### src/rtl/irq_settings.svh
`ifndef IRQ_SETTINGS_SVH
`define IRQ_SETTINGS_SVH

// priority levels, level 7 is the most urgent
`define IRQ_LEVELS 8

// entries per level queue, also the producer credits per level after reset
`define IRQ_DEPTH 8

// issue credits the dispatcher owns after reset
`define IRQ_OUT_CREDITS 4

`define IRQ_CFG_ADDR_MASK   1'b0 // level enable mask register
`define IRQ_CFG_ADDR_THRESH 1'b1 // priority threshold register

`endif

### src/rtl/irq_pkg.sv
`include "irq_settings.svh"

package irq_pkg;

    // one bit per priority level
    typedef logic [`IRQ_LEVELS-1:0] irq_level_mask_t;

    // priority level, higher value wins
    typedef logic [$clog2(`IRQ_LEVELS)-1:0] irq_level_t;

    // request word, priority sits just above the device id
    typedef struct packed {
        logic [7:0] tag;       // vector tag
        irq_level_t level;     // priority level
        logic [4:0] dev_id;    // requesting device
    } irq_word_t;

    // threshold view of the configuration word
    typedef struct packed {
        logic [4:0] unused;    // ignored on write
        irq_level_t level;     // lowest level allowed to issue
    } irq_thresh_view_t;

    // the configuration data byte means a mask or a threshold,
    // depending on which register is addressed
    typedef union packed {
        irq_level_mask_t  mask;
        irq_thresh_view_t thresh;
    } irq_cfg_word_u;

endpackage

### src/rtl/irq_pop_if.sv
interface irq_pop_if;

    irq_pkg::irq_level_mask_t pending;   // level queue non-empty flags
    logic                     pop;       // remove head of pop_level
    irq_pkg::irq_level_t      pop_level; // level selected by dispatcher
    irq_pkg::irq_word_t       pop_word;  // head word of pop_level, combinational

    // queue bank side
    modport bank (
        output pending,
        output pop_word,
        input  pop,
        input  pop_level
    );

    // dispatcher side
    modport dispatch (
        input  pending,
        input  pop_word,
        output pop,
        output pop_level
    );

endinterface

### src/rtl/irq_cfg_regs.sv
`include "irq_settings.svh"

module irq_cfg_regs (
    input  logic                     clk,
    input  logic                     rst_n,
    input  logic                     cfg_we,
    input  logic                     cfg_addr,
    input  irq_pkg::irq_cfg_word_u   cfg_data,
    output irq_pkg::irq_level_mask_t level_mask,
    output irq_pkg::irq_level_t      threshold
);

    logic wr_mask;
    logic wr_thresh;

    assign wr_mask   = cfg_we && (cfg_addr == `IRQ_CFG_ADDR_MASK);
    assign wr_thresh = cfg_we && (cfg_addr == `IRQ_CFG_ADDR_THRESH);

    // every level enabled out of reset
    always_ff @(posedge clk) begin
        if (!rst_n) begin
            level_mask <= '1;
        end else if (wr_mask) begin
            level_mask <= cfg_data.mask;
        end
    end

    // threshold takes only the low bits of the data byte
    always_ff @(posedge clk) begin
        if (!rst_n) begin
            threshold <= '0;
        end else if (wr_thresh) begin
            threshold <= cfg_data.thresh.level;
        end
    end

endmodule

### src/rtl/irq_ctrl_top.sv
`include "irq_settings.svh"

module irq_ctrl_top (
    input  logic                   clk,
    input  logic                   rst_n,
    input  logic                   req_valid,
    input  logic [15:0]            req_word,   // tag, level, device id
    output logic [`IRQ_LEVELS-1:0] req_credit, // one pulse per freed slot
    input  logic                   cfg_we,
    input  logic                   cfg_addr,
    input  logic [7:0]             cfg_data,
    input  logic                   out_credit, // consumer credit return
    output logic                   irq_valid,
    output logic [15:0]            irq_word
);

    irq_pkg::irq_level_mask_t level_mask;
    irq_pkg::irq_level_t      threshold;

    irq_pop_if pop_bus ();

    irq_queue_bank queue_bank_i (
        .clk        (clk),
        .rst_n      (rst_n),
        .req_valid  (req_valid),
        .req_word   (req_word),
        .pop_port   (pop_bus.bank),
        .req_credit (req_credit)
    );

    irq_cfg_regs cfg_regs_i (
        .clk        (clk),
        .rst_n      (rst_n),
        .cfg_we     (cfg_we),
        .cfg_addr   (cfg_addr),
        .cfg_data   (cfg_data),
        .level_mask (level_mask),
        .threshold  (threshold)
    );

    irq_dispatch dispatch_i (
        .clk        (clk),
        .rst_n      (rst_n),
        .pop_port   (pop_bus.dispatch),
        .level_mask (level_mask),
        .threshold  (threshold),
        .out_credit (out_credit),
        .irq_valid  (irq_valid),
        .irq_word   (irq_word)
    );

endmodule

### src/rtl/irq_dispatch.sv
`include "irq_settings.svh"

module irq_dispatch (
    input  logic                     clk,
    input  logic                     rst_n,
    irq_pop_if.dispatch              pop_port,
    input  irq_pkg::irq_level_mask_t level_mask,
    input  irq_pkg::irq_level_t      threshold,
    input  logic                     out_credit,
    output logic                     irq_valid,
    output irq_pkg::irq_word_t       irq_word
);

    localparam int CRED_W = $clog2(`IRQ_OUT_CREDITS + 1);

    irq_pkg::irq_level_mask_t eligible;     // pending, enabled and above threshold
    irq_pkg::irq_level_t      sel_level;
    logic                     any_eligible;
    logic                     credit_avail;
    logic                     do_pop;
    logic [CRED_W-1:0]        credit_cnt;

    always_comb begin
        for (int i = 0; i < `IRQ_LEVELS; i++) begin
            eligible[i] = pop_port.pending[i]
                          && level_mask[i]
                          && (irq_pkg::irq_level_t'(i) >= threshold);
        end
    end

    // scan upward so the highest eligible level is the last one kept
    always_comb begin
        sel_level    = '0;
        any_eligible = 1'b0;
        for (int i = 0; i < `IRQ_LEVELS; i++) begin
            if (eligible[i]) begin
                sel_level    = irq_pkg::irq_level_t'(i);
                any_eligible = 1'b1;
            end
        end
    end

    assign credit_avail = (credit_cnt != '0);
    assign do_pop       = any_eligible && credit_avail; // stall when consumer is full

    assign pop_port.pop       = do_pop;
    assign pop_port.pop_level = sel_level;

    // issue credits, spent at pop time and returned by the consumer
    always_ff @(posedge clk) begin
        if (!rst_n) begin
            credit_cnt <= CRED_W'(`IRQ_OUT_CREDITS);
        end else begin
            case ({do_pop, out_credit})
                2'b10:   credit_cnt <= credit_cnt - 1'b1;
                2'b01:   credit_cnt <= credit_cnt + 1'b1;
                default: credit_cnt <= credit_cnt; // spend and return net out
            endcase
        end
    end

    always_ff @(posedge clk) begin
        if (!rst_n) begin
            irq_valid <= 1'b0;
        end else begin
            irq_valid <= do_pop;
        end
    end

    // word held until the next issue
    always_ff @(posedge clk) begin
        if (do_pop) begin
            irq_word <= pop_port.pop_word;
        end
    end

endmodule

### src/rtl/irq_level_fifo.sv
`include "irq_settings.svh"

module irq_level_fifo (
    input  logic               clk,
    input  logic               rst_n,
    input  logic               push,
    input  irq_pkg::irq_word_t push_word,
    input  logic               pop,
    output irq_pkg::irq_word_t head_word,
    output logic               not_empty
);

    localparam int PTR_W = $clog2(`IRQ_DEPTH);
    localparam int CNT_W = $clog2(`IRQ_DEPTH + 1);

    irq_pkg::irq_word_t mem [`IRQ_DEPTH];
    logic [PTR_W-1:0]   wr_ptr;
    logic [PTR_W-1:0]   rd_ptr;
    logic [CNT_W-1:0]   count;

    // storage, written at the tail
    always_ff @(posedge clk) begin
        if (push) begin
            mem[wr_ptr] <= push_word;
        end
    end

    always_ff @(posedge clk) begin
        if (!rst_n) begin
            wr_ptr <= '0;
            rd_ptr <= '0;
            count  <= '0;
        end else begin
            if (push) begin
                wr_ptr <= (wr_ptr == PTR_W'(`IRQ_DEPTH - 1)) ? '0 : wr_ptr + 1'b1; // wrap at depth
            end
            if (pop) begin
                rd_ptr <= (rd_ptr == PTR_W'(`IRQ_DEPTH - 1)) ? '0 : rd_ptr + 1'b1;
            end
            case ({push, pop})
                2'b10:   count <= count + 1'b1;
                2'b01:   count <= count - 1'b1;
                default: count <= count; // idle, or push and pop cancel
            endcase
        end
    end

    assign head_word = mem[rd_ptr]; // oldest entry
    assign not_empty = (count != '0);

endmodule

### src/rtl/irq_queue_bank.sv
`include "irq_settings.svh"

module irq_queue_bank (
    input  logic                     clk,
    input  logic                     rst_n,
    input  logic                     req_valid,
    input  irq_pkg::irq_word_t       req_word,
    irq_pop_if.bank                  pop_port,
    output irq_pkg::irq_level_mask_t req_credit
);

    irq_pkg::irq_level_mask_t push_sel;   // push steered by level field
    irq_pkg::irq_level_mask_t pop_sel;    // pop steered by dispatcher level
    irq_pkg::irq_level_mask_t not_empty;
    irq_pkg::irq_word_t       head_words [`IRQ_LEVELS];

    for (genvar g = 0; g < `IRQ_LEVELS; g++) begin : g_level
        assign push_sel[g] = req_valid && (req_word.level == irq_pkg::irq_level_t'(g));
        assign pop_sel[g]  = pop_port.pop && (pop_port.pop_level == irq_pkg::irq_level_t'(g));

        irq_level_fifo level_fifo_i (
            .clk       (clk),
            .rst_n     (rst_n),
            .push      (push_sel[g]),
            .push_word (req_word),
            .pop       (pop_sel[g]),
            .head_word (head_words[g]),
            .not_empty (not_empty[g])
        );
    end

    assign pop_port.pending  = not_empty;
    assign pop_port.pop_word = head_words[pop_port.pop_level]; // head of selected level

    // one slot freed per pop, hand the credit back a cycle later
    always_ff @(posedge clk) begin
        if (!rst_n) begin
            req_credit <= '0;
        end else begin
            req_credit <= pop_sel;
        end
    end

endmodule

### config.mk
export PLATFORM = sky130hd
export DESIGN_NAME = irq_ctrl_top
export DESIGN_NICKNAME = d
export VERILOG_FILES = /design/src/rtl/irq_pkg.sv /design/src/rtl/irq_pop_if.sv /design/src/rtl/irq_cfg_regs.sv /design/src/rtl/irq_ctrl_top.sv /design/src/rtl/irq_dispatch.sv /design/src/rtl/irq_level_fifo.sv /design/src/rtl/irq_queue_bank.sv
export VERILOG_INCLUDE_DIRS = /design/src /design/src/rtl
export SDC_FILE = /design/constraint.sdc
export NUM_CORES = 1
export LEC_CHECK = 0
export CAP_MARGIN = 20
export CORE_ASPECT_RATIO = 0.9
export CORE_UTILIZATION = 29
export CTS_CLUSTER_SIZE = 12
export DETAILED_ROUTE_END_ITERATION = 16
export DONT_BUFFER_PORTS = 1
export HOLD_SLACK_MARGIN = 0.08
export PLACE_DENSITY = 0.47
export SLEW_MARGIN = 20
export SYNTH_ARGS = -nofsm -noshare
export SYNTH_HDL_FRONTEND = slang
export SYNTH_SLANG_ARGS = --single-unit
### constraint.sdc
create_clock -name clk -period 5.4 [get_ports clk]
set_input_delay 0.27 -clock clk [delete_from_list [all_inputs] [get_ports clk]]
set_output_delay 0.27 -clock clk [all_outputs]
set_load 0.01 [all_outputs]
# After elaboration in Yosys (flattened, before gate mapping)
# Memory sizes are Yosys's and may differ from the RTL's. A register that Yosys moved wholly into a read port is not among the register bits.
# Cells that the tools add are included.
# Widths: inputs -> output; s select.
# totals
ram_bits	1024
regBits	119
memories	8
input_bits	30
# classes
n_reduce_logical	55
order_cmp	9
n_addsub	34
n_eq_ne	48
bitwise_logic	2
muxes	75
# memory_table
name	words	word_bits	read_ports	rd_ports_with_merged_regs	write_ports	line_no	source
queue_bank_i.g_level[0].level_fifo_i.mem	8	16	1	1	1	irq_level_fifo.sv:16	irq_pkg::irq_word_t mem [`IRQ_DEPTH];
queue_bank_i.g_level[1].level_fifo_i.mem	8	16	1	1	1	irq_level_fifo.sv:16	
queue_bank_i.g_level[2].level_fifo_i.mem	8	16	1	1	1	irq_level_fifo.sv:16	
queue_bank_i.g_level[3].level_fifo_i.mem	8	16	1	1	1	irq_level_fifo.sv:16	
queue_bank_i.g_level[4].level_fifo_i.mem	8	16	1	1	1	irq_level_fifo.sv:16	
queue_bank_i.g_level[5].level_fifo_i.mem	8	16	1	1	1	irq_level_fifo.sv:16	
+2 memories	n/a	n/a	n/a	n/a	n/a	n/a	
# ops
op	count
$mux 3	36
$eq 3x3->1 const B	24
$pmux 4 s2	8
$add 3x1->3 const B	17
$bmux 16 s3	1
$logic_and 1x1->1	35
$add 4x1->4 const B	8
$mux 16	2
$reduce_bool 4->1	8
$sub 4x1->4 const B	8
$mux 1	25
$eq 2x1->1 const B	9
$eq 2x2->1 const B	9
$reduce_bool 2->1	9
$eq 3x2->1 const B	4
$ge 3x3->1 const A	4
$eq 3x1->1 const B	2
$ge 1x3->1 const A	2
$ge 2x3->1 const A	2
$logic_not 3->1	2
$pmux 3 s2	1
$ge 4x4->1 const B	1
$mux 2	2
$not 3->4	1
3 further kinds	3

# Logic depth before layout (Yosys ltp)
# depth
ltp_word	15
depth_mapped	16

# By module
# From an unflattened synthesis, not the netlist that was laid out.
# hier_totals
cells_unflattened	2334
area_unflattened_um2	47440.5
# modules_own_cells
mod	n_inst	area_each_um2	cells_per_inst	seq_area_each_um2
irq_level_fifo	8	5584.1	257	4103.9
irq_queue_bank	1	1395.1	165	160.2
irq_dispatch	1	864.6	63	560.5
irq_cfg_regs	1	508.0	50	220.2

# Worst setup path after synthesis
# OpenSTA, ideal clock, no wires.
# synth_path
path_kind	register to register
start	reg queue_bank_i.g_level[5].level_fifo_i.count[1]
end	reg dispatch_i.credit_cnt[2]
path_stages_with_launch	16
required_ps	5337
period_less_slack_ps	3496
path_slack_ps	1904
t_arrival_ps	3434
n_path_buf	3
cell_sequence	dfxtp_1 > clkbuf_1 > o41ai_2 > a21boi_1 > nand2b_1 > nor2b_1 > clkbuf_1 > buf_2 > a21oi_1 > inv_1 > ha_1 > inv_1 > fa_1 > xor2_1 > or3_1 > nand3_1
# synth_between
elab_chain_len	9
# synth_rtl
item	line_no	source
from (decl)	irq_level_fifo.sv:19	logic [CNT_W-1:0] count;
from (signal assigned)	irq_level_fifo.sv:41	2'b10: count <= count + 1'b1;
from (signal assigned)	irq_level_fifo.sv:42	2'b01: count <= count - 1'b1;
from (signal assigned)	irq_level_fifo.sv:43	default: count <= count;
$reduce_bool 4->1 *	irq_level_fifo.sv:49	assign not_empty = (count != '0);
$logic_and 1x1->1 *	irq_dispatch.sv:26	&& level_mask[i]
$logic_and 1x1->1 *	irq_dispatch.sv:27	&& (irq_pkg::irq_level_t'(i) >= threshold);
$mux 1 * (3 in a row)	irq_dispatch.sv:36	if (eligible[i]) begin
$logic_and 1x1->1 *	irq_dispatch.sv:44	assign do_pop = any_eligible && credit_avail;
named net dispatch_i.pop_port.pop	irq_pop_if.sv:20	output pop,
$eq 2x1->1 / $eq 2x2->1 (equally long branches)	irq_dispatch.sv:54	case ({do_pop, out_credit})
$pmux 3 s2 / $reduce_bool 2->1 (equally long branches)	n/a	
to (signal assigned)	irq_dispatch.sv:55	2'b10: credit_cnt <= credit_cnt - 1'b1;
to (signal assigned)	irq_dispatch.sv:56	2'b01: credit_cnt <= credit_cnt + 1'b1;
to (signal assigned)	irq_dispatch.sv:57	default: credit_cnt <= credit_cnt;
to (decl)	irq_dispatch.sv:21	logic [CRED_W-1:0] credit_cnt;
# Mark *: on every way through the listed nets, which the timed path passes. The rest lies on a longest branch.
# A chain may end at the register's enable or synchronous reset.

# Worst setup path after layout
# layout_path
start	reg queue_bank_i.g_level[7].level_fifo_i.count[0]
end	reg queue_bank_i.g_level[2].level_fifo_i.count[2]
# layout_between
elab_chain_len	8
# layout_rtl
item	line_no	source
from (decl)	irq_level_fifo.sv:19	
from (signal assigned)	irq_level_fifo.sv:41	
from (signal assigned)	irq_level_fifo.sv:42	
from (signal assigned)	irq_level_fifo.sv:43	
$reduce_bool 4->1 *	irq_level_fifo.sv:49	
$logic_and 1x1->1 *	irq_dispatch.sv:26	
$logic_and 1x1->1 *	irq_dispatch.sv:27	
$mux 3 / $mux 1 (equally long branches)	irq_dispatch.sv:36	
$eq 3x2->1 / $logic_and 1x1->1 (equally long branches)	irq_queue_bank.sv:19, irq_dispatch.sv:44	
$logic_and 1x1->1 *	irq_queue_bank.sv:19	assign pop_sel[g] = pop_port.pop && (pop_port.pop_level == irq_pkg::irq_level_t'(g));
named net queue_bank_i.g_level[2].level_fifo_i.pop	irq_level_fifo.sv:8	input logic pop,
$eq 2x1->1 / $eq 2x2->1 (equally long branches)	irq_level_fifo.sv:40	case ({push, pop})
$pmux 4 s2 / $reduce_bool 2->1 (equally long branches)	n/a	
to (signal assigned)	irq_level_fifo.sv:41	
to (signal assigned)	irq_level_fifo.sv:42	
to (signal assigned)	irq_level_fifo.sv:43	
to (decl)	irq_level_fifo.sv:19	
# Marks and branches as above.

==> reports/qor.log <==
INFO  run_status     outcome=finished, final reports clean
INFO  cts            cts.sink_count=1167
INFO  yosys          yosys.cell_count.top_type=sky130_fd_sc_hd__edfxtp_1
INFO  detailed_routing route.detailed.drc=0
INFO  yosys          synth_enable_flop_cells=1040
INFO  timing         timing.clock.skew=0.02586ns
INFO  yosys          synth-seq-cells=1167
INFO  detailed_routing route.vias.total=23400
INFO  floorplanning  initial_core_util=29.28%
INFO  grt            grt_overflow=0
INFO  min_path       type_of_the_tightest_min_delay_check=in -> reg
INFO  finish         fraction_of_final_layout_cells_sized_beyond_drive_strength_1=21.08%
INFO  timing         tns=0ns
INFO  timing         relSlewSlack=27.06%
INFO  timing         slew_worst_pin=1.094ns
INFO  worst_setup_path critPathKind=reg -> reg
INFO  yosys          netlist_area=0.04610mm^2
INFO  timing         final-max-slew-violation-count=0
INFO  yosys          synth_commonest_cells=sky130_fd_sc_hd__edfxtp_1, sky130_fd_sc_hd__mux4_2, sky130_fd_sc_hd__mux2i_1
INFO  timing         fin_crit_sh=73.67%
INFO  finish         layout.cell_area.non_filler=0.05368mm^2
INFO  worst_setup_path critical_path_arrival=4.62ns
INFO  yosys          syn_nets=2534
INFO  floorplanning  dieArea=0.1606mm^2
INFO  floorplanning  rows=138
INFO  floorplanning  die-width=422.3um
INFO  worst_setup_path worst_reg_to_reg_path_cell_count=12
INFO  worst_setup_path critical_path.startpoint_type=flip-flop
INFO  grt            groute.layer.met2.usage=24.57%
INFO  cts            clkSlewWorstSetupHoldPaths=0.06ns
INFO  timing         worst_hold_slack=0.1301ns
INFO  yosys          synthCells=2446
INFO  detailed_routing final_antenna_net_count=0
INFO  worst_setup_path cp_max_fo=15
INFO  cts            worst_case_clock_buffer_depth=3
INFO  floorplanning  core_area=0.1575mm^2
INFO  grt            grt_antenna_before_repair=12
INFO  yosys          synthDominantCellAreaShare=67.74%
INFO  cts            tritoncts=done
INFO  placement      io_buffer_count=0
INFO  yosys          synth_adder_area_share=1.590%
INFO  yosys          yosys.area_share.xor_xnor=0.6459%
INFO  timing         fmax=251.4MHz
INFO  detailed_routing first_drt_pass_iteration_count=5
INFO  finish         final_non_filler_cells=4807
INFO  floorplanning  die-height=380.3um
INFO  grt            top_usage_layer=met2
INFO  yosys          dominant_combinational_cell_family_by_area_after_synthesis=multiplexers
INFO  worst_setup_path critPathRequiredTime=6.04ns
INFO  grt            first_global_vias=24090
INFO  timing         report.final.hold_viol_count=0
INFO  placement      dpl_hpwl=73910um
INFO  cts            root_buffer=sky130_fd_sc_hd__clkbuf_16
INFO  placement      post_dp_cell_area=0.04912mm^2
INFO  cts            cts.repair.resized=0
INFO  placement      pre_cts_slack=1.450ns
INFO  yosys          synthFlopType=sky130_fd_sc_hd__edfxtp_1
INFO  placement      dp_cells=4522
INFO  timing         layout_min_cycle_time=3.978ns
INFO  yosys          synth_compound_area_share=2.700%
INFO  worst_setup_path critPathCaptureType=flip-flop
INFO  cts            clk-insertion-delay-late=0.73ns
INFO  power_and_ir_drop worst_ir_drop_vdd=0.0004450V
INFO  timing         setup_viol=0
INFO  flow_run       maximum_capacitance_violations=0
INFO  power_and_ir_drop power-per-cell-area=449.0mW/mm^2
INFO  grt            met1_usage=21.36%
INFO  finish         layout.nets=2692
INFO  yosys          synth.area.top_cells=sky130_fd_sc_hd__edfxtp_1, sky130_fd_sc_hd__mux4_2, sky130_fd_sc_hd__dfxtp_1
INFO  min_path       number_of_instances_on_the_worst_hold_path=3
INFO  grt            grt_pass1_wl=177000um
INFO  detailed_routing drt-initial-drc-count=2149
INFO  grt            maximum_number_of_pins_on_one_net_before_global_route_repair=68
INFO  yosys          synth_area_leader_cell=sky130_fd_sc_hd__edfxtp_1
INFO  detailed_routing route.detailed.vias_per_inst=4.867
INFO  timing         finalWorstSetupSlack=1.422ns
INFO  cts            htree_num_levels=3
INFO  floorplanning  design.portCount=55
INFO  timing         grt_setup_unrepaired=false
INFO  yosys          syn_area_per_cell=18.85um^2
INFO  yosys          asyncSetResetFlopFracSynth=0%
INFO  cts            number_of_buffers_created_by_cts=119
INFO  yosys          synth_seq_area_share=73.25%
INFO  yosys          synth.lib_cells_used.distinct=65
INFO  detailed_routing routedWlPerCell=25.77um
INFO  power_and_ir_drop total_leakage_power=16.62nW
INFO  yosys          yosys.area_share.simple=4.510%
INFO  placement      gpl.final_weighted_congestion=0.8004
INFO  yosys          synth.yosys.warnings=0
INFO  grt            global_route.usage.total=15.29%
INFO  finish         area_growth_syn_to_layout=16.44%
INFO  yosys          synth.mux.area_fraction=16.10%
INFO  detailed_routing totalWireLength=123900um
INFO  grt            globalRouteMet3Util=2.346%
## flip-flops by register name, summed over array words and instances (netlist names), named ones only
name,count
queue_bank_i.g_level.level_fifo_i.rd_ptr,24
dispatch_i.irq_valid,1
dispatch_i.credit_cnt,3
queue_bank_i.g_level.level_fifo_i.count,32
dispatch_i.irq_word,16
cfg_regs_i.threshold,3
queue_bank_i.g_level.level_fifo_i.wr_ptr,24
queue_bank_i.g_level.level_fifo_i.mem,1024
queue_bank_i.req_credit,8
cfg_regs_i.level_mask,8
## placed cells by master, fill, tap and decap left out, types with 9 or more instances in the layout
master and instances:
sky130_fd_sc_hd__edfxtp_1 1040, sky130_fd_sc_hd__mux4_2 238, sky130_fd_sc_hd__mux2i_1 196, sky130_fd_sc_hd__nand2_1 125, sky130_fd_sc_hd__clkbuf_16 121, sky130_fd_sc_hd__nor2_1 117
sky130_fd_sc_hd__dfxtp_1 115, sky130_fd_sc_hd__buf_4 91, sky130_fd_sc_hd__a21oi_1 75, sky130_fd_sc_hd__ha_1 57, sky130_fd_sc_hd__dlygate4sd3_1 45, sky130_fd_sc_hd__clkbuf_1 37
sky130_fd_sc_hd__o21ai_0 29, sky130_fd_sc_hd__nor2b_1 27, sky130_fd_sc_hd__nand2b_1 26, sky130_fd_sc_hd__xor2_1 26, sky130_fd_sc_hd__nor3_2 20, sky130_fd_sc_hd__clkinv_1 20
sky130_fd_sc_hd__nand3_1 19, sky130_fd_sc_hd__or3_1 19, sky130_fd_sc_hd__nand3b_1 19, sky130_fd_sc_hd__a221oi_1 18, sky130_fd_sc_hd__buf_16 16, sky130_fd_sc_hd__inv_1 14
sky130_fd_sc_hd__diode_2 12, sky130_fd_sc_hd__nor3_1 11, sky130_fd_sc_hd__a211oi_1 11, sky130_fd_sc_hd__clkinv_2 11, sky130_fd_sc_hd__clkbuf_8 10, sky130_fd_sc_hd__mux2_2 9
## worst paths after layout
| path | from | to | slack (ns) |
|---|---|---|---|
| max | queue_bank_i.g_level[7].level_fifo_i.count[0] | queue_bank_i.g_level[2].level_fifo_i.count[2] | 1.42 |
| min | req_word[6] | queue_bank_i.g_level[6].level_fifo_i.wr_ptr[1] | 0.13 |
| max reg2reg | queue_bank_i.g_level[7].level_fifo_i.count[0] | queue_bank_i.g_level[2].level_fifo_i.count[2] | 1.42 |
| min reg2reg | queue_bank_i.g_level[0].level_fifo_i.rd_ptr[1] | flip-flop | 0.47 |
## per-stage QoR
step | util (%) | total power, mW
CTS | 34.07 | 24.36
global placement | 31.17 | 16.10
global route | 34.07 | 24.97
detailed placement | 31.19 | 16.26
floorplan | - | 14.12
finish | 34.09 | 24.10
## layer usage
metal	vias up	wire length [um]
met2	585	58640
li1	10190	-
met3	179	6008
met1	12450	55410
met4	0	3821
met5	-	0
## power by group
part	switching, mW	internal, mW
Clock	3.41	4.42
Combinational	3.59	2.04
Sequential	0.441	10.2
Total	7.44	16.7
## cell type report
type / instances / area, um^2
flip-flops and latches: 1167 / 33800
clock inverters: 41 / 312.8
inverters: 15 / 58.81
diodes: 12 / 30.03
fillers: 14870 / 103800
repair buffers: 153 / 1594
well taps: 2100 / 2628
clock buffers: 171 / 3319
multi-input cells: 1148 / 11940
## what timing repair did
item / CTS / global route
setup buffers: 0 / 0
hold buffers: 61 / 0
endpoints found under the setup margin: 0 / 0
endpoints found under the hold margin: 1104 / 0
## worst max-delay path, cell delays in order, from the launching register on
cell	delay (ns)
sky130_fd_sc_hd__dfxtp_1	0.36
sky130_fd_sc_hd__o41ai_2	0.57
sky130_fd_sc_hd__o31a_1	0.51
sky130_fd_sc_hd__and2_2	0.59
sky130_fd_sc_hd__nand3_2	0.30
sky130_fd_sc_hd__inv_1	0.16
sky130_fd_sc_hd__ha_1	0.29
sky130_fd_sc_hd__xor2_1	0.23
sky130_fd_sc_hd__ha_1	0.19
sky130_fd_sc_hd__a21oi_1	0.05
sky130_fd_sc_hd__xor2_1	0.17
sky130_fd_sc_hd__or3_1	0.33
sky130_fd_sc_hd__a21oi_1	0.14
## cells by family after synthesis
logic type      count (synthesis)
buf+inv                       131
compound gates                189
xor+xnor                       34
fa+ha+maj                      58
simple gates                  424
mux                           443
flops                        1167
Power figures use the tool's default switching activity.
